## config.mk

```make
export PLATFORM = sky130hd
export DESIGN_NAME = otp_scrmbl
export DESIGN_NICKNAME = d
export VERILOG_FILES = /design/src/rtl/scrmbl_pkg.sv /design/src/rtl/otp_scrmbl.sv /design/src/rtl/present_round.sv /design/src/rtl/scrmbl_ctrl.sv /design/src/rtl/scrmbl_state.sv
export VERILOG_INCLUDE_DIRS = /design/src /design/src/rtl
export SDC_FILE = /design/constraint.sdc
export NUM_CORES = 1
export LEC_CHECK = 0
export ABC_AREA = 0
export BUFFER_PORTS_ARGS = -buffer_cell sky130_fd_sc_hd__buf_2
export CORE_MARGIN = 2
export CORE_UTILIZATION = 30
export CTS_BUF_LIST = sky130_fd_sc_hd__clkbuf_8 sky130_fd_sc_hd__clkbuf_16
export DETAILED_ROUTE_END_ITERATION = 8
export SYNTH_ARGS = -nofsm -noshare
export SYNTH_HDL_FRONTEND = slang
export SYNTH_SLANG_ARGS = --single-unit
```

## constraint.sdc

```tcl
create_clock -name clk_i -period 2.5 [get_ports clk_i]
set_input_delay 0.25 -clock clk_i [delete_from_list [all_inputs] [get_ports clk_i]]
set_output_delay 0.25 -clock clk_i [all_outputs]
set_load 0.1 [all_outputs]
```

## src/rtl/scrmbl_consts.svh

```systemverilog
//////////////////////////////////////////////////////////////////////
// widths, round count and fixed secrets of the OTP scrambling datapath
// include wherever a width or a key constant is needed
//////////////////////////////////////////////////////////////////////

`ifndef SCRMBL_CONSTS_SVH
`define SCRMBL_CONSTS_SVH

// block and key sizes of PRESENT-128
`define SCRMBL_BLOCK_W      64
`define SCRMBL_KEY_W        128

// key / constant select
`define SCRMBL_SEL_W        1

// full PRESENT round count and width of the round index
`define SCRMBL_NUM_ROUNDS   31
`define SCRMBL_CNT_W        5

// scrambling keys, key 0 is zero so the published test vector applies
`define SCRMBL_KEY0         128'h0000_0000_0000_0000_0000_0000_0000_0000
`define SCRMBL_KEY1         128'h3a5c_91e7_04bd_6f28_c1d9_7e30_5ab4_f612

// digest IV and finalization key
`define SCRMBL_DIGEST_IV    64'h7d2f_4a91_c3e8_0b56
`define SCRMBL_DIGEST_CONST 128'h5e83_b0c4_29fa_71d6_8c1b_e047_93a5_2f6d

`endif

```

## src/rtl/scrmbl_pkg.sv

```systemverilog
//////////////////////////////////////////////////////////////////////
// enum types shared by the scrambling datapath and its testbench
//////////////////////////////////////////////////////////////////////

`default_nettype none

package scrmbl_pkg;

  // commands accepted on cmd_i
  typedef enum logic [2:0] {
    Encrypt        = 3'd0,
    LoadShadow     = 3'd1,
    DigestInit     = 3'd2,
    Digest         = 3'd3,
    DigestFinalize = 3'd4
  } scrmbl_cmd_e;

  // control FSM states
  typedef enum logic [1:0] {
    IdleSt    = 2'd0,
    EncryptSt = 2'd1,
    DigestSt  = 2'd2
  } scrmbl_state_e;

  // next value of the data working register
  typedef enum logic [1:0] {
    SelRoundOut    = 2'd0,
    SelRoundOutXor = 2'd1,
    SelDigestState = 2'd2,
    SelDataInput   = 2'd3
  } data_sel_e;

  // next value of the key working register
  typedef enum logic [1:0] {
    SelRoundKey    = 2'd0,
    SelKeyInit     = 2'd1,
    SelDigestConst = 2'd2,
    SelDigestInput = 2'd3
  } key_sel_e;

endpackage

`default_nettype wire

```

## src/rtl/otp_scrmbl.sv

```systemverilog
//////////////////////////////////////////////////////////////////////
// OTP scrambling datapath top: control, working registers and one
// iterative PRESENT-128 round
//////////////////////////////////////////////////////////////////////

`timescale 1ns/1ps
`default_nettype none

`include "scrmbl_consts.svh"

module otp_scrmbl (
  input  wire logic                       clk_i,
  input  wire logic                       rst_ni,
  input  wire scrmbl_pkg::scrmbl_cmd_e    cmd_i,
  input  wire logic [`SCRMBL_SEL_W-1:0]   sel_i,
  input  wire logic [`SCRMBL_BLOCK_W-1:0] data_i,
  input  wire logic                       valid_i,
  output logic                            ready_o,
  output logic                            valid_o,
  output logic      [`SCRMBL_BLOCK_W-1:0] data_o
);

  scrmbl_pkg::data_sel_e      data_sel;
  scrmbl_pkg::key_sel_e       key_sel;
  logic                       data_en, key_en, shadow_load, digest_en, digest_init;
  logic [`SCRMBL_CNT_W-1:0]   round_idx;
  logic                       last_round;
  logic [`SCRMBL_BLOCK_W-1:0] data_q, round_data;
  logic [`SCRMBL_KEY_W-1:0]   key_q, round_key;

  scrmbl_ctrl u_ctrl (
    .clk_i         (clk_i),
    .rst_ni        (rst_ni),
    .cmd_i         (cmd_i),
    .valid_i       (valid_i),
    .ready_o       (ready_o),
    .valid_o       (valid_o),
    .data_sel_o    (data_sel),
    .key_sel_o     (key_sel),
    .data_en_o     (data_en),
    .key_en_o      (key_en),
    .shadow_load_o (shadow_load),
    .digest_en_o   (digest_en),
    .digest_init_o (digest_init),
    .round_idx_o   (round_idx),
    .last_round_o  (last_round)
  );

  scrmbl_state u_state (
    .clk_i         (clk_i),
    .rst_ni        (rst_ni),
    .sel_i         (sel_i),
    .data_i        (data_i),
    .data_sel_i    (data_sel),
    .key_sel_i     (key_sel),
    .data_en_i     (data_en),
    .key_en_i      (key_en),
    .shadow_load_i (shadow_load),
    .digest_en_i   (digest_en),
    .digest_init_i (digest_init),
    .round_data_i  (round_data),
    .round_key_i   (round_key),
    .data_q_o      (data_q),
    .key_q_o       (key_q)
  );

  present_round u_round (
    .data_i       (data_q),
    .key_i        (key_q),
    .round_idx_i  (round_idx),
    .last_round_i (last_round),
    .data_o       (round_data),
    .key_o        (round_key)
  );

  // result only leaves the block together with the valid pulse
  assign data_o = valid_o ? data_q : '0;

endmodule

`default_nettype wire

```

## src/rtl/present_round.sv

```systemverilog
//////////////////////////////////////////////////////////////////////
// one combinational PRESENT-128 encryption round with key schedule
// the final whitening is folded in when last_round_i is set
//////////////////////////////////////////////////////////////////////

`timescale 1ns/1ps
`default_nettype none

`include "scrmbl_consts.svh"

module present_round (
  input  wire logic [`SCRMBL_BLOCK_W-1:0] data_i,
  input  wire logic [`SCRMBL_KEY_W-1:0]   key_i,
  input  wire logic [`SCRMBL_CNT_W-1:0]   round_idx_i,
  input  wire logic                       last_round_i,
  output logic      [`SCRMBL_BLOCK_W-1:0] data_o,
  output logic      [`SCRMBL_KEY_W-1:0]   key_o
);

  // 4-bit PRESENT s-box
  function automatic logic [3:0] sbox4(input logic [3:0] x);
    logic [3:0] y;
    unique case (x)
      4'h0: y = 4'hc;
      4'h1: y = 4'h5;
      4'h2: y = 4'h6;
      4'h3: y = 4'hb;
      4'h4: y = 4'h9;
      4'h5: y = 4'h0;
      4'h6: y = 4'ha;
      4'h7: y = 4'hd;
      4'h8: y = 4'h3;
      4'h9: y = 4'he;
      4'ha: y = 4'hf;
      4'hb: y = 4'h8;
      4'hc: y = 4'h4;
      4'hd: y = 4'h7;
      4'he: y = 4'h1;
      default: y = 4'h2;
    endcase
    return y;
  endfunction

  logic [`SCRMBL_BLOCK_W-1:0] key_added;
  logic [`SCRMBL_BLOCK_W-1:0] sbox_out;
  logic [`SCRMBL_BLOCK_W-1:0] perm_out;
  logic [`SCRMBL_KEY_W-1:0]   key_rot;

  ////////////////////////////////////////////////////////////////////
  // data path
  ////////////////////////////////////////////////////////////////////

  // round key is the upper half of the key register
  assign key_added = data_i ^ key_i[`SCRMBL_KEY_W-1 -: `SCRMBL_BLOCK_W];

  always_comb begin
    for (int i = 0; i < `SCRMBL_BLOCK_W / 4; i++) begin
      sbox_out[4*i +: 4] = sbox4(key_added[4*i +: 4]);
    end
    // bit j moves to 16*(j mod 4) + j/4
    for (int j = 0; j < `SCRMBL_BLOCK_W; j++) begin
      perm_out[16*(j%4) + j/4] = sbox_out[j];
    end
  end

  ////////////////////////////////////////////////////////////////////
  // key schedule
  ////////////////////////////////////////////////////////////////////

  // rotate left by 61
  assign key_rot = {key_i[66:0], key_i[127:67]};

  always_comb begin
    key_o          = key_rot;
    key_o[127:124] = sbox4(key_rot[127:124]);
    key_o[123:120] = sbox4(key_rot[123:120]);
    // round counter goes into bits 66..62
    key_o[66:62]   = key_rot[66:62] ^ round_idx_i;
  end

  // after round 31 the next round key whitens the output
  assign data_o = last_round_i ? (perm_out ^ key_o[`SCRMBL_KEY_W-1 -: `SCRMBL_BLOCK_W]) :
                                 perm_out;

endmodule

`default_nettype wire

```

## src/rtl/scrmbl_ctrl.sv

```systemverilog
//////////////////////////////////////////////////////////////////////
// command decoder and round sequencer of the scrambling datapath
// drives mux selects and register enables for the state stage
//////////////////////////////////////////////////////////////////////

`timescale 1ns/1ps
`default_nettype none

`include "scrmbl_consts.svh"

module scrmbl_ctrl (
  input  wire logic                      clk_i,
  input  wire logic                      rst_ni,
  input  wire scrmbl_pkg::scrmbl_cmd_e   cmd_i,
  input  wire logic                      valid_i,
  output logic                           ready_o,
  output logic                           valid_o,
  output scrmbl_pkg::data_sel_e          data_sel_o,
  output scrmbl_pkg::key_sel_e           key_sel_o,
  output logic                           data_en_o,
  output logic                           key_en_o,
  output logic                           shadow_load_o,
  output logic                           digest_en_o,
  output logic                           digest_init_o,
  output logic [`SCRMBL_CNT_W-1:0]       round_idx_o,
  output logic                           last_round_o
);

  scrmbl_pkg::scrmbl_state_e state_d, state_q;
  logic [`SCRMBL_CNT_W-1:0]  cnt_d, cnt_q;
  logic                      valid_d, valid_q;

  // counter runs 1..31 through the rounds, then wraps to 0 for the
  // hand-back cycle
  assign round_idx_o  = cnt_q;
  assign last_round_o = (cnt_q == `SCRMBL_CNT_W'(`SCRMBL_NUM_ROUNDS));
  assign ready_o      = (state_q == scrmbl_pkg::IdleSt);
  assign valid_o      = valid_q;

  ////////////////////////////////////////////////////////////////////
  // FSM
  ////////////////////////////////////////////////////////////////////

  always_comb begin
    state_d       = state_q;
    cnt_d         = cnt_q;
    valid_d       = 1'b0;
    data_sel_o    = scrmbl_pkg::SelDataInput;
    key_sel_o     = scrmbl_pkg::SelDigestInput;
    data_en_o     = 1'b0;
    key_en_o      = 1'b0;
    shadow_load_o = 1'b0;
    digest_en_o   = 1'b0;
    digest_init_o = 1'b0;

    unique case (state_q)
      scrmbl_pkg::IdleSt: begin
        if (valid_i) begin
          unique case (cmd_i)
            scrmbl_pkg::Encrypt: begin
              state_d   = scrmbl_pkg::EncryptSt;
              cnt_d     = `SCRMBL_CNT_W'(1);
              key_sel_o = scrmbl_pkg::SelKeyInit;
              data_en_o = 1'b1;
              key_en_o  = 1'b1;
            end
            // single-cycle commands, no rounds and no valid_o
            scrmbl_pkg::LoadShadow: shadow_load_o = 1'b1;
            scrmbl_pkg::DigestInit: digest_init_o = 1'b1;
            // digest state is the plaintext, {data_i, shadow} the key
            scrmbl_pkg::Digest: begin
              state_d    = scrmbl_pkg::DigestSt;
              cnt_d      = `SCRMBL_CNT_W'(1);
              data_sel_o = scrmbl_pkg::SelDigestState;
              data_en_o  = 1'b1;
              key_en_o   = 1'b1;
            end
            scrmbl_pkg::DigestFinalize: begin
              state_d    = scrmbl_pkg::DigestSt;
              cnt_d      = `SCRMBL_CNT_W'(1);
              data_sel_o = scrmbl_pkg::SelDigestState;
              key_sel_o  = scrmbl_pkg::SelDigestConst;
              data_en_o  = 1'b1;
              key_en_o   = 1'b1;
            end
            default: ;
          endcase
        end
      end
      scrmbl_pkg::EncryptSt, scrmbl_pkg::DigestSt: begin
        if (cnt_q == '0) begin
          // result is settled in the data register
          state_d = scrmbl_pkg::IdleSt;
          valid_d = 1'b1;
        end else begin
          data_sel_o = scrmbl_pkg::SelRoundOut;
          key_sel_o  = scrmbl_pkg::SelRoundKey;
          data_en_o  = 1'b1;
          key_en_o   = 1'b1;
          cnt_d      = cnt_q + 1'b1;
          // Davies-Meyer feed-forward on the last digest round
          if (last_round_o && state_q == scrmbl_pkg::DigestSt) begin
            data_sel_o  = scrmbl_pkg::SelRoundOutXor;
            digest_en_o = 1'b1;
          end
        end
      end
      default: state_d = scrmbl_pkg::IdleSt;
    endcase
  end

  always_ff @(posedge clk_i or negedge rst_ni) begin
    if (!rst_ni) begin
      state_q <= scrmbl_pkg::IdleSt;
      cnt_q   <= '0;
      valid_q <= 1'b0;
    end else begin
      state_q <= state_d;
      cnt_q   <= cnt_d;
      valid_q <= valid_d;
    end
  end

endmodule

`default_nettype wire

```

## src/rtl/scrmbl_state.sv

```systemverilog
//////////////////////////////////////////////////////////////////////
// working registers of the scrambling datapath: key, data, shadow
// and digest state, with their input muxes and constant tables
//////////////////////////////////////////////////////////////////////

`timescale 1ns/1ps
`default_nettype none

`include "scrmbl_consts.svh"

module scrmbl_state (
  input  wire logic                       clk_i,
  input  wire logic                       rst_ni,
  input  wire logic [`SCRMBL_SEL_W-1:0]   sel_i,
  input  wire logic [`SCRMBL_BLOCK_W-1:0] data_i,
  input  wire scrmbl_pkg::data_sel_e      data_sel_i,
  input  wire scrmbl_pkg::key_sel_e       key_sel_i,
  input  wire logic                       data_en_i,
  input  wire logic                       key_en_i,
  input  wire logic                       shadow_load_i,
  input  wire logic                       digest_en_i,
  input  wire logic                       digest_init_i,
  input  wire logic [`SCRMBL_BLOCK_W-1:0] round_data_i,
  input  wire logic [`SCRMBL_KEY_W-1:0]   round_key_i,
  output logic      [`SCRMBL_BLOCK_W-1:0] data_q_o,
  output logic      [`SCRMBL_KEY_W-1:0]   key_q_o
);

  // scrambling key table, indexed by sel_i
  localparam logic [`SCRMBL_KEY_W-1:0] KeyLut [2**`SCRMBL_SEL_W] =
      '{`SCRMBL_KEY0, `SCRMBL_KEY1};

  logic [`SCRMBL_BLOCK_W-1:0] data_d, data_q;
  logic [`SCRMBL_BLOCK_W-1:0] shadow_q;
  logic [`SCRMBL_BLOCK_W-1:0] digest_q;
  logic [`SCRMBL_BLOCK_W-1:0] round_xor;
  logic [`SCRMBL_KEY_W-1:0]   key_d, key_q;
  logic [`SCRMBL_KEY_W-1:0]   key_init;
  logic [`SCRMBL_KEY_W-1:0]   digest_key;

  assign key_init   = KeyLut[sel_i];
  // 128-bit digest block, shadow holds the lower half
  assign digest_key = {data_i, shadow_q};
  // feed-forward for the one-way compression
  assign round_xor  = round_data_i ^ digest_q;

  ////////////////////////////////////////////////////////////////////
  // input muxes
  ////////////////////////////////////////////////////////////////////

  always_comb begin
    unique case (data_sel_i)
      scrmbl_pkg::SelRoundOut:    data_d = round_data_i;
      scrmbl_pkg::SelRoundOutXor: data_d = round_xor;
      scrmbl_pkg::SelDigestState: data_d = digest_q;
      default:                    data_d = data_i;
    endcase
  end

  always_comb begin
    unique case (key_sel_i)
      scrmbl_pkg::SelRoundKey:    key_d = round_key_i;
      scrmbl_pkg::SelKeyInit:     key_d = key_init;
      scrmbl_pkg::SelDigestConst: key_d = `SCRMBL_DIGEST_CONST;
      default:                    key_d = digest_key;
    endcase
  end

  ////////////////////////////////////////////////////////////////////
  // registers
  ////////////////////////////////////////////////////////////////////

  always_ff @(posedge clk_i or negedge rst_ni) begin
    if (!rst_ni) begin
      data_q   <= '0;
      key_q    <= '0;
      shadow_q <= '0;
      digest_q <= '0;
    end else begin
      if (data_en_i) begin
        data_q <= data_d;
      end
      if (key_en_i) begin
        key_q <= key_d;
      end
      if (shadow_load_i) begin
        shadow_q <= data_i;
      end
      // IV load wins over a digest update
      if (digest_init_i) begin
        digest_q <= `SCRMBL_DIGEST_IV;
      end else if (digest_en_i) begin
        digest_q <= round_xor;
      end
    end
  end

  assign data_q_o = data_q;
  assign key_q_o  = key_q;

endmodule

`default_nettype wire

```

==> impl_metrics.tcl, run 1 <==
set metrics [dict create \
    timing.critical_path.from_type "flip-flop" \
    path_max_fanout 4 \
    cp.required_ns 2.96 \
    total_count_of_hold_check_failures_in_the_final_report 0 \
    rows 97 \
    cell_variety_after_synth 70 \
    instances_no_fill 3639 \
    layout_worst_path_cycle_share 1.01 \
    grt_remaining_overflow 0 \
    grt_antenna_before_repair 2 \
    layout.nets 2838 \
    grt_util_overall 0.210 \
    design.core.area_sq_um 70300 \
    synthesis.yosys.warnings 0 \
    worst-r2r-cell-count 8 \
    failed_checks "setup timing" \
    first_global_vias 18700 \
    multi_input_comb_area_sq_um 13200 \
    max_cap_check_violation_count 0 \
    grt_start_max_net_pins 66 \
    worstHoldEndpoint "u_state.shadow_q[33]" \
    htree_num_levels 2 \
    ys_async_sr_fraction 1.00 \
    die_y_um 271 \
    setup_viol_count_final 2 \
    synth_fp_nets 2435 \
    dp.cells 3466 \
    seq_area_frac_synth 0.385 \
    critPathLaunch "u_state.key_q_o[73]" \
    port-buffer-count 136 \
    clock-sinks 328 \
    dp_hpwl_um 55900 \
    slew_violations 0 \
    drt_iter0_drc 1873 \
    floorplan.initialDensity 0.304 \
    timing.final.ws_setup_ns -0.0152 \
    tritoncts "built" \
    reg2reg_setup_slack_ns -0.02 \
    postSynthRegisterBits 328 \
    dieWidth_um 271 \
    ys.flop_type "sky130_fd_sc_hd__dfrtp_1" \
    worstSkewPairLatency_ns 0.58 \
    remaining_drc_errors 0 \
    arrival_ns 2.98 \
    route.vias.total 19600 \
    hold-path-cell-count 2 \
    synth.cell_area_sq_um 21300 \
    hold_start "data_i[33]" \
    criticalPathCategory "flip-flop to flip-flop" \
    fin_util 0.408 \
    global_route_wire_length_before_repair_um 118000 \
    detailedRoute.firstPassIterationCount 5 \
    critPathCaptureType "flip-flop" \
    cts.reportedPaths.clkPinSlew_ns 0.06 \
    post_synthesis_to_final_layout_area_growth_pct 34.4 \
    outcome "finished, violations left" \
    n_antenna_cell 0 \
    design.die.area_sq_um 73300 \
    r2r_end "u_state.data_q_o[34]" \
    synth.avg_cell_area_sq_um 9.41 \
    clock_tree_buf_depth 3 \
    post_synth_inst_count 2268 \
    rsz0062_at_grt "yes" \
    worstMarginPinSlew_ns 0.667 \
    r2r_start "u_state.key_q_o[73]" \
    antenna_left 0 \
    number_of_enable_flip_flop_cells_after_synthesis 0 \
    tritoncts.num_buffers 39 \
    regArea_sq_um 8210 \
    final_wirelength_um 82400 \
    post_dp_cell_area_sq_um 25200 \
    vias_per_cell 5.40 \
    io-pin-count 137 \
    period_needed_ns 2.52 \
    final_layout_size_suffix_gt1_frac 0.303 \
    hold_path_class "primary input to flip-flop" \
    last_weighted_congestion_value_of_the_routability_driven_placer 0.894 \
    worst_clock_skew_ns 0.0307 \
    achievable-frequency_ghz 0.398 \
    postLayoutCellArea_sq_um 28700 \
    cts_root_buf "sky130_fd_sc_hd__clkbuf_16" \
    slew_headroom 0.554 \
    detail_route.wl_per_cell_um 22.6 \
    fillCellCount 6815 \
]
[cell families after synthesis]
group | synth area share
AND/OR/NAND/NOR | 0.150
AO/OA/AOI/OAI | 0.178
flip-flops | 0.385
buffers and inverters | 0.0473
XOR/XNOR | 0.0867
multiplexers | 0.0971
adder cells (fa/ha/maj) | 0.0563
[worst max-delay path: stages (launching register included)]
cell,delay (ns)
sky130_fd_sc_hd__dfrtp_1,0.39
sky130_fd_sc_hd__xnor2_1,0.23
sky130_fd_sc_hd__inv_1,0.12
sky130_fd_sc_hd__ha_1,0.34
sky130_fd_sc_hd__mux4_2,0.55
sky130_fd_sc_hd__xor2_2,0.24
sky130_fd_sc_hd__mux2_4,0.32
sky130_fd_sc_hd__o22ai_1,0.13
sky130_fd_sc_hd__a21oi_1,0.08
[layout make-up]
type / count / area share
timing repair buffer: 519 / 0.156
clock inverter: 21 / 0.00864
multi-input combinational: 1701 / 0.459
clock buffer: 48 / 0.0387
tap: 940 / 0.0410
sequential: 328 / 0.286
inverter: 82 / 0.0107
[through the flow]
stage,setup slack [ns],TNS [ns],hold WS (ns)
floorplan,0.000212,0,-0.0456
global placement,-0.161,-0.609,0.240
detailed placement,-0.162,-0.964,0.231
CTS,-0.0505,-0.141,0.00259
global route,-0.111,-1.54,0.00410
finish,-0.0152,-0.0233,0.00470
[worst max-delay path by stage]
stage / end / slack (ns) / cells after the start
2_1_floorplan: u_state.data_q_o[41] / 0.0002 / 8
3_3_place_gp: u_state.data_q_o[36] / -0.16 / 8
3_5_place_dp: u_state.data_q_o[37] / -0.16 / 8
4_1_cts: u_state.data_q_o[12] / -0.05 / 11
5_1_grt: u_state.data_q_o[5] / -0.11 / 13
6_report: u_state.data_q_o[34] / -0.02 / 8
[state kept, by name, indices dropped and copies added (netlist names)]
signal and count:
u_state.shadow_q 64, u_state.key_q_o 128, u_ctrl.valid_o 1, u_ctrl.round_idx_o 5, u_ctrl.state_q 2, u_state.data_q_o 64, u_state.digest_q 64
[cells in the mapped netlist, types with 11 or more instances]
library cell	count	area (sq um)
sky130_fd_sc_hd__o22a_1	16	140
sky130_fd_sc_hd__nor3_1	20	100
sky130_fd_sc_hd__xnor2_1	74	648
sky130_fd_sc_hd__mux2i_1	33	330
sky130_fd_sc_hd__o31ai_1	34	255
sky130_fd_sc_hd__nand4_1	21	131
sky130_fd_sc_hd__ha_1	96	1200
sky130_fd_sc_hd__dfrtp_1	328	8210
sky130_fd_sc_hd__o21ai_0	126	631
sky130_fd_sc_hd__a22oi_1	30	225
sky130_fd_sc_hd__clkbuf_1	88	330
sky130_fd_sc_hd__and2_1	66	413
sky130_fd_sc_hd__xor2_2	20	325
sky130_fd_sc_hd__or3_1	50	313
sky130_fd_sc_hd__nand2_1	230	863
sky130_fd_sc_hd__nor2_1	214	803
sky130_fd_sc_hd__o211ai_1	26	195
sky130_fd_sc_hd__mux2_2	80	901
sky130_fd_sc_hd__nand3_1	20	100
sky130_fd_sc_hd__xor2_1	73	639
sky130_fd_sc_hd__and3_1	48	300
sky130_fd_sc_hd__a222oi_1	11	110
sky130_fd_sc_hd__buf_2	52	260
sky130_fd_sc_hd__o22ai_1	28	175
sky130_fd_sc_hd__inv_1	82	308
sky130_fd_sc_hd__mux4_2	26	586
sky130_fd_sc_hd__a221oi_1	30	263
sky130_fd_sc_hd__a21oi_1	182	911
sky130_fd_sc_hd__o2bb2ai_1	14	123
[per-layer routing]
metal,vias up,routed length (um),global-route usage
met5,-,7,0
met4,2,2620,0.0648
met3,143,5450,0.0272
met2,831,39500,0.351
met1,9823,34800,0.283
li1,8841,-,-
[repair_timing]
action | in CTS | in global routing
cloned | 1 | 9
pin swaps | 16 | 71
gates resized for setup | 34 | 136
endpoints found under the setup margin | 23 | 105
hold buffers | 57 | 0
endpoints found under the hold margin | 121 | 0
setup buffers | 9 | 29
[placed cells by master, fill, tap and decap left out, types with 9 or more instances in the layout]
cell                            Yosys  layout
sky130_fd_sc_hd__dfrtp_1          328     327
sky130_fd_sc_hd__buf_4              8     266
sky130_fd_sc_hd__nand2_1          230     217
sky130_fd_sc_hd__nor2_1           214     210
sky130_fd_sc_hd__a21oi_1          182     178
sky130_fd_sc_hd__buf_2             52     135
sky130_fd_sc_hd__o21ai_0          126     120
sky130_fd_sc_hd__ha_1              96      80
sky130_fd_sc_hd__mux2_2            80      77
sky130_fd_sc_hd__inv_1             82      75
sky130_fd_sc_hd__and2_1            66      66
sky130_fd_sc_hd__dlygate4sd3_1      0      57
sky130_fd_sc_hd__xor2_1            73      52
sky130_fd_sc_hd__xnor2_2            9      51
sky130_fd_sc_hd__or3_1             50      49
sky130_fd_sc_hd__clkbuf_16          0      49
sky130_fd_sc_hd__and3_1            48      46
sky130_fd_sc_hd__buf_12             0      43
sky130_fd_sc_hd__xor2_2            20      36
sky130_fd_sc_hd__o31ai_1           34      34
sky130_fd_sc_hd__xnor2_1           74      32
sky130_fd_sc_hd__mux2i_1           33      31
sky130_fd_sc_hd__a22oi_1           30      30
sky130_fd_sc_hd__mux4_2            26      29
sky130_fd_sc_hd__a221oi_1          30      28
sky130_fd_sc_hd__o211ai_1          26      26
sky130_fd_sc_hd__nand4_1           21      21
sky130_fd_sc_hd__o22ai_1           28      21
sky130_fd_sc_hd__nand3_1           20      20
sky130_fd_sc_hd__nor3_1            20      18
sky130_fd_sc_hd__o22a_1            16      16
sky130_fd_sc_hd__o2bb2ai_1         14      14
sky130_fd_sc_hd__ha_4               0      14
sky130_fd_sc_hd__inv_2              0      12
sky130_fd_sc_hd__a222oi_1          11      11
sky130_fd_sc_hd__a31oi_1            9       9
Power of run 1 is left out: the tool's default activity adds up to more than one toggle a clock period on the data nets, which glitch-free logic cannot reach.
==> run 2, diff against run 1 <==
--- a/config.mk
+++ b/config.mk
@@ -8,10 +8,13 @@
 export LEC_CHECK = 0
 export ABC_AREA = 0
 export BUFFER_PORTS_ARGS = -buffer_cell sky130_fd_sc_hd__buf_2
+export CELL_PAD_IN_SITES_DETAIL_PLACEMENT = 2
+export CELL_PAD_IN_SITES_GLOBAL_PLACEMENT = 2
 export CORE_MARGIN = 2
 export CORE_UTILIZATION = 30
 export CTS_BUF_LIST = sky130_fd_sc_hd__clkbuf_8 sky130_fd_sc_hd__clkbuf_16
 export DETAILED_ROUTE_END_ITERATION = 8
+export PLACE_DENSITY_LB_ADDON = 0.1
 export SYNTH_ARGS = -nofsm -noshare
 export SYNTH_HDL_FRONTEND = slang
 export SYNTH_SLANG_ARGS = --single-unit
==> impl_metrics.tcl, run 2 (synthesized netlist as in run 1, its figures left out) <==
set metrics [dict create \
    rsz0062_at_grt "yes" \
    grt_start_max_net_pins 58 \
    final_common_cell "sky130_fd_sc_hd__dfrtp_1" \
    criticalPathCategory "flip-flop to flip-flop" \
    last_weighted_congestion_value_of_the_routability_driven_placer 0.858 \
    fillCellCount 7472 \
    cp.required_ns 2.95 \
    arrival_ns 3.01 \
    grt_antenna_before_repair 2 \
    layout.nets 2908 \
    vias_per_cell 5.51 \
    design.core.area_sq_um 70300 \
    worstMarginPinSlew_ns 0.639 \
    grt_util_overall 0.275 \
    dp.cells 3508 \
    mostFrequentLayoutCells "sky130_fd_sc_hd__dfrtp_1 (326), sky130_fd_sc_hd__buf_4 (309), sky130_fd_sc_hd__nand2_1 (212)" \
    max_cap_check_violation_count 0 \
    htree_num_levels 2 \
    post_synthesis_to_final_layout_area_growth_pct 38.5 \
    crit_path_top_delay_cell "sky130_fd_sc_hd__dfrtp_1" \
    worstSkewPairLatency_ns 0.59 \
    hold-worst-slack_ns 0.0289 \
    dp_worst_setup_slack_ns -0.347 \
    port-buffer-count 136 \
    global_route_wire_length_before_repair_um 151000 \
    timing.final.ws_setup_ns -0.0509 \
    route.vias.total 20500 \
    period_needed_ns 2.55 \
    design.die.area_sq_um 73300 \
    detailedRoute.firstPassIterationCount 5 \
    die_y_um 271 \
    worst_clock_skew_ns 0.0202 \
    postLayoutCellArea_sq_um 29600 \
    dieWidth_um 271 \
    setup_viol_count_final 8 \
    hold_path_class "primary input to flip-flop" \
    slew_violations 0 \
    regArea_sq_um 8210 \
    io-pin-count 137 \
    total_count_of_hold_check_failures_in_the_final_report 0 \
    critPathCaptureType "flip-flop" \
    final_layout_size_suffix_gt1_frac 0.334 \
    layout_worst_path_cycle_share 1.02 \
    antenna_left 0 \
    failed_checks "setup timing" \
    cp_peak_stage_delay_ns 0.40 \
    multi_input_comb_area_sq_um 13400 \
    dp_hpwl_um 70100 \
    detail_route.wl_per_cell_um 27.8 \
    number_of_flip_flops_under_the_largest_register_name 128 \
    tritoncts "built" \
    grt_remaining_overflow 0 \
    cts_root_buf "sky130_fd_sc_hd__clkbuf_16" \
    instances_no_fill 3716 \
    drt_iter0_drc 1273 \
    clock_tree_buf_depth 3 \
    cts.reportedPaths.clkPinSlew_ns 0.06 \
    path_max_fanout 3 \
    tritoncts.num_buffers 45 \
    final_wirelength_um 103000 \
    first_global_vias 22400 \
    clock-sinks 328 \
    floorplan.initialDensity 0.304 \
    remaining_drc_errors 0 \
    timing.critical_path.cells "xnor2_2 -> inv_1 -> ha_1 -> buf_4 -> mux2i_2 -> buf_4 -> xnor2_1 -> xnor2_1 -> a222oi_1 -> a21oi_1" \
    outcome "finished, violations left" \
    timing.critical_path.from_type "flip-flop" \
    rows 97 \
    post_dp_cell_area_sq_um 25600 \
    achievable-frequency_ghz 0.392 \
    slew_headroom 0.574 \
]
## run 2: worst paths after layout
kind	end	cells past startpoint	slack, ns	from
min in group asynchronous	u_state.shadow_q[46]	2	0.25	rst_ni
max in group asynchronous	u_state.shadow_q[8]	3	1.45	rst_ni
worst min register to register	u_state.shadow_q[60]	2	0.50	u_state.shadow_q[60]
worst max-delay path	u_state.data_q_o[15]	10	-0.05	u_state.key_q_o[125]
worst min-delay path	u_state.shadow_q[53]	2	0.03	data_i[53]
worst max register to register	u_state.data_q_o[15]	10	-0.05	u_state.key_q_o[125]
## run 2: final cells by class
class                   count  area share
multi-input cells        1701       0.452
flip-flops and latches    328       0.278
repair buffers            583       0.169
clock buffers              57      0.0444
well taps                 940      0.0398
inverters                  82      0.0106
clock inverters            24     0.00609
diodes                      1   0.0000846
## run 2: timing repair
| item | in CTS | in global routing |
|---|---|---|
| gates cloned | 2 | 4 |
| buffers inserted | 34 | 28 |
| setup endpoints to repair | 94 | 144 |
| hold buffers | 61 | 0 |
| hold endpoints to repair | 131 | 0 |
| pin swaps | 37 | 69 |
| resized for setup | 107 | 130 |
## run 2: critical path: cells and delay by family, from the launching register on
kind,cells,cell delay (ns)
flip-flops,1,0.40
XOR/XNOR,3,0.50
adder cells (fa/ha/maj),1,0.31
buffers and inverters,3,0.47
multiplexers,1,0.20
AO/OA/AOI/OAI,2,0.50
## run 2: routing by layer
| metal | vias to the layer above | part of all wire | global-route usage | wire length (um) |
|---|---|---|---|---|
| li1 | 8991 | - | - | - |
| met1 | 10800 | 0.44 | 0.359 | 45600 |
| met2 | 458 | 0.49 | 0.475 | 50500 |
| met3 | 171 | 0.038 | 0.0345 | 3930 |
| met4 | 0 | 0.033 | 0.0839 | 3390 |
| met5 | - | 0 | 0 | 0 |
## run 2: per-stage QoR
step	utilization	TNS (ns)
5_1_grt	0.421	-2.67
6_report	0.421	-0.179
3_5_place_dp	0.364	-7.92
3_3_place_gp	0.364	-5.97
2_1_floorplan	-	0
4_1_cts	0.407	-0.211
Power of run 2 is left out for the same reason.
==> run 3, diff against run 2 <==
==> constraint.sdc (replaced) <==
create_clock -name clk_i -period 2.75 [get_ports clk_i]
set_input_delay 0.275 -clock clk_i [delete_from_list [all_inputs] [get_ports clk_i]]
set_output_delay 0.275 -clock clk_i [all_outputs]
set_load 0.1 [all_outputs]
==> impl_metrics.tcl, run 3 (synthesized netlist as in run 1, its figures left out) <==
set metrics [dict create \
    antenna_left 0 \
    period_needed_ns 2.65 \
    slew_violations 0 \
    timing.critical_path.from_type "flip-flop" \
    port-buffer-count 136 \
    hold-worst-slack_ns 0.00399 \
    detail_route.wl_per_cell_um 27.6 \
    crit_family "XOR/XNOR gates" \
    design.die.area_sq_um 73300 \
    detailedRoute.firstPassIterationCount 6 \
    setup_viol_count_final 0 \
    number_of_flip_flops_under_the_largest_register_name 128 \
    arrival_ns 3.17 \
    final_layout_size_suffix_gt1_frac 0.237 \
    criticalPathCategory "flip-flop to flip-flop" \
    post_dp_cell_area_sq_um 24400 \
    route.vias.total 19200 \
    drt_iter0_drc 1087 \
    timing.final.ws_setup_ns 0.100 \
    clock-sinks 328 \
    grt_util_overall 0.261 \
    die_y_um 271 \
    clock_tree_buf_depth 3 \
    vias_per_cell 5.48 \
    post_synthesis_to_final_layout_area_growth_pct 26.0 \
    path_max_fanout 5 \
    grt_antenna_before_repair 2 \
    grt_remaining_overflow 0 \
    rsz0062_at_grt "yes" \
    timing.critical_path.cells "xnor2_2 -> mux4_1 -> xor2_1 -> o22a_1 -> o211ai_1 -> a21oi_1" \
    layout.nets 2699 \
    hold_path_class "primary input to flip-flop" \
    dp_worst_setup_slack_ns -0.211 \
    cts.reportedPaths.clkPinSlew_ns 0.06 \
    achievable-frequency_ghz 0.377 \
    design.core.area_sq_um 70300 \
    postLayoutCellArea_sq_um 26900 \
    floorplan.initialDensity 0.304 \
    dp_hpwl_um 67800 \
    rows 97 \
    n_antenna_cell 0 \
    final_common_cell "sky130_fd_sc_hd__dfrtp_1" \
    worst_clock_skew_ns 0.0314 \
    cp.required_ns 3.27 \
    tritoncts "built" \
    tritoncts.num_buffers 44 \
    grt_start_max_net_pins 88 \
    cts_root_buf "sky130_fd_sc_hd__clkbuf_16" \
    crit_path_top_delay_cell "sky130_fd_sc_hd__mux4_1" \
    remaining_drc_errors 0 \
    max_cap_check_violation_count 0 \
    cp_peak_stage_delay_ns 0.81 \
    io-pin-count 137 \
    last_weighted_congestion_value_of_the_routability_driven_placer 0.823 \
    worstSkewPairLatency_ns 0.60 \
    first_global_vias 21300 \
    slew_headroom 0.302 \
    critPathCaptureType "flip-flop" \
    global_route_wire_length_before_repair_um 143000 \
    path_buf_inv 0 \
    worstMarginPinSlew_ns 1.04 \
    outcome "finished clean" \
    final_wirelength_um 96800 \
    total_count_of_hold_check_failures_in_the_final_report 0 \
    layout_worst_path_cycle_share 0.964 \
    fillCellCount 7598 \
    htree_num_levels 2 \
    mostFrequentLayoutCells "sky130_fd_sc_hd__dfrtp_1 (326), sky130_fd_sc_hd__nand2_1 (228), sky130_fd_sc_hd__nor2_1 (211)" \
    dieWidth_um 271 \
]
==> run 3: cell count changes in the layout (fill, tap and decap cells not counted), sizes merged <==
cell,delta
diode,-1
dlygate4sd3,-19
buf,-187
clkinv,+3
nor2b,+1
clkinvlp,+1
bufbuf,-1
inv,-7
clkbuf,-3
bufinv,-1
==> run 3: worst paths after layout <==
| path | start | end | slack, ns | depth (start not counted) |
|---|---|---|---|---|
| min | data_i[33] | u_state.shadow_q[33] | 0.004 | 2 |
| min in group asynchronous | rst_ni | u_state.data_q_o[47] | 0.22 | 2 |
| max | u_state.data_q_o[63] | u_state.data_q_o[31] | 0.1 | 6 |
| max reg2reg | u_state.data_q_o[63] | u_state.data_q_o[31] | 0.1 | 6 |
| max in group asynchronous | rst_ni | u_state.data_q_o[16] | 1.61 | 3 |
| min reg2reg | u_state.shadow_q[60] | u_state.shadow_q[60] | 0.49 | 2 |
==> run 3: what timing repair did <==
action                                  4_1_cts  5_1_grt
endpoints found under the setup margin       33       96
hold endpoints to repair                     88        0
gates cloned                                  0        3
pin swaps                                     6       10
gates resized for setup                      11       53
hold buffers                                 42        0
setup buffers                                 5       10
==> run 3: cell type report <==
type                            count  area, sq um  share of cell area
Clock buffer                       56         1290              0.0479
Clock inverter                     20          153             0.00568
Inverter                           82          308              0.0114
Multi-Input combinational cell   1702        12600               0.471
Sequential cell                   328         8210               0.305
Tap cell                          940         1180              0.0437
Timing Repair Buffer              374         3100               0.115
==> run 3: worst register-to-register path: stages, from the launching register on <==
cell and delay [ns]:
sky130_fd_sc_hd__dfrtp_1 0.46, sky130_fd_sc_hd__xnor2_2 0.41, sky130_fd_sc_hd__mux4_1 0.81, sky130_fd_sc_hd__xor2_1 0.47, sky130_fd_sc_hd__o22a_1 0.19, sky130_fd_sc_hd__o211ai_1 0.09, sky130_fd_sc_hd__a21oi_1 0.15
==> run 3: metrics by stage <==
stage	utilization	setup TNS (ns)	instances
global placement	0.347	-0.356	3366
detailed placement	0.347	-1.33	3366
CTS	0.375	0	3489
global route	0.383	-0.0146	3502
floorplan	-	0	2268
finish	0.383	0	3502
==> run 3: per-layer routing <==
| metal | up-vias | global-route usage | part of all wire | routed length (um) |
|---|---|---|---|---|
| met2 | 378 | 0.433 | 0.48 | 46300 |
| li1 | 8576 | - | - | - |
| met4 | 0 | 0.105 | 0.037 | 3590 |
| met1 | 10100 | 0.340 | 0.44 | 42800 |
| met5 | - | 0 | 0 | 0 |
| met3 | 146 | 0.0397 | 0.043 | 4140 |
Power of run 3 is left out for the same reason.
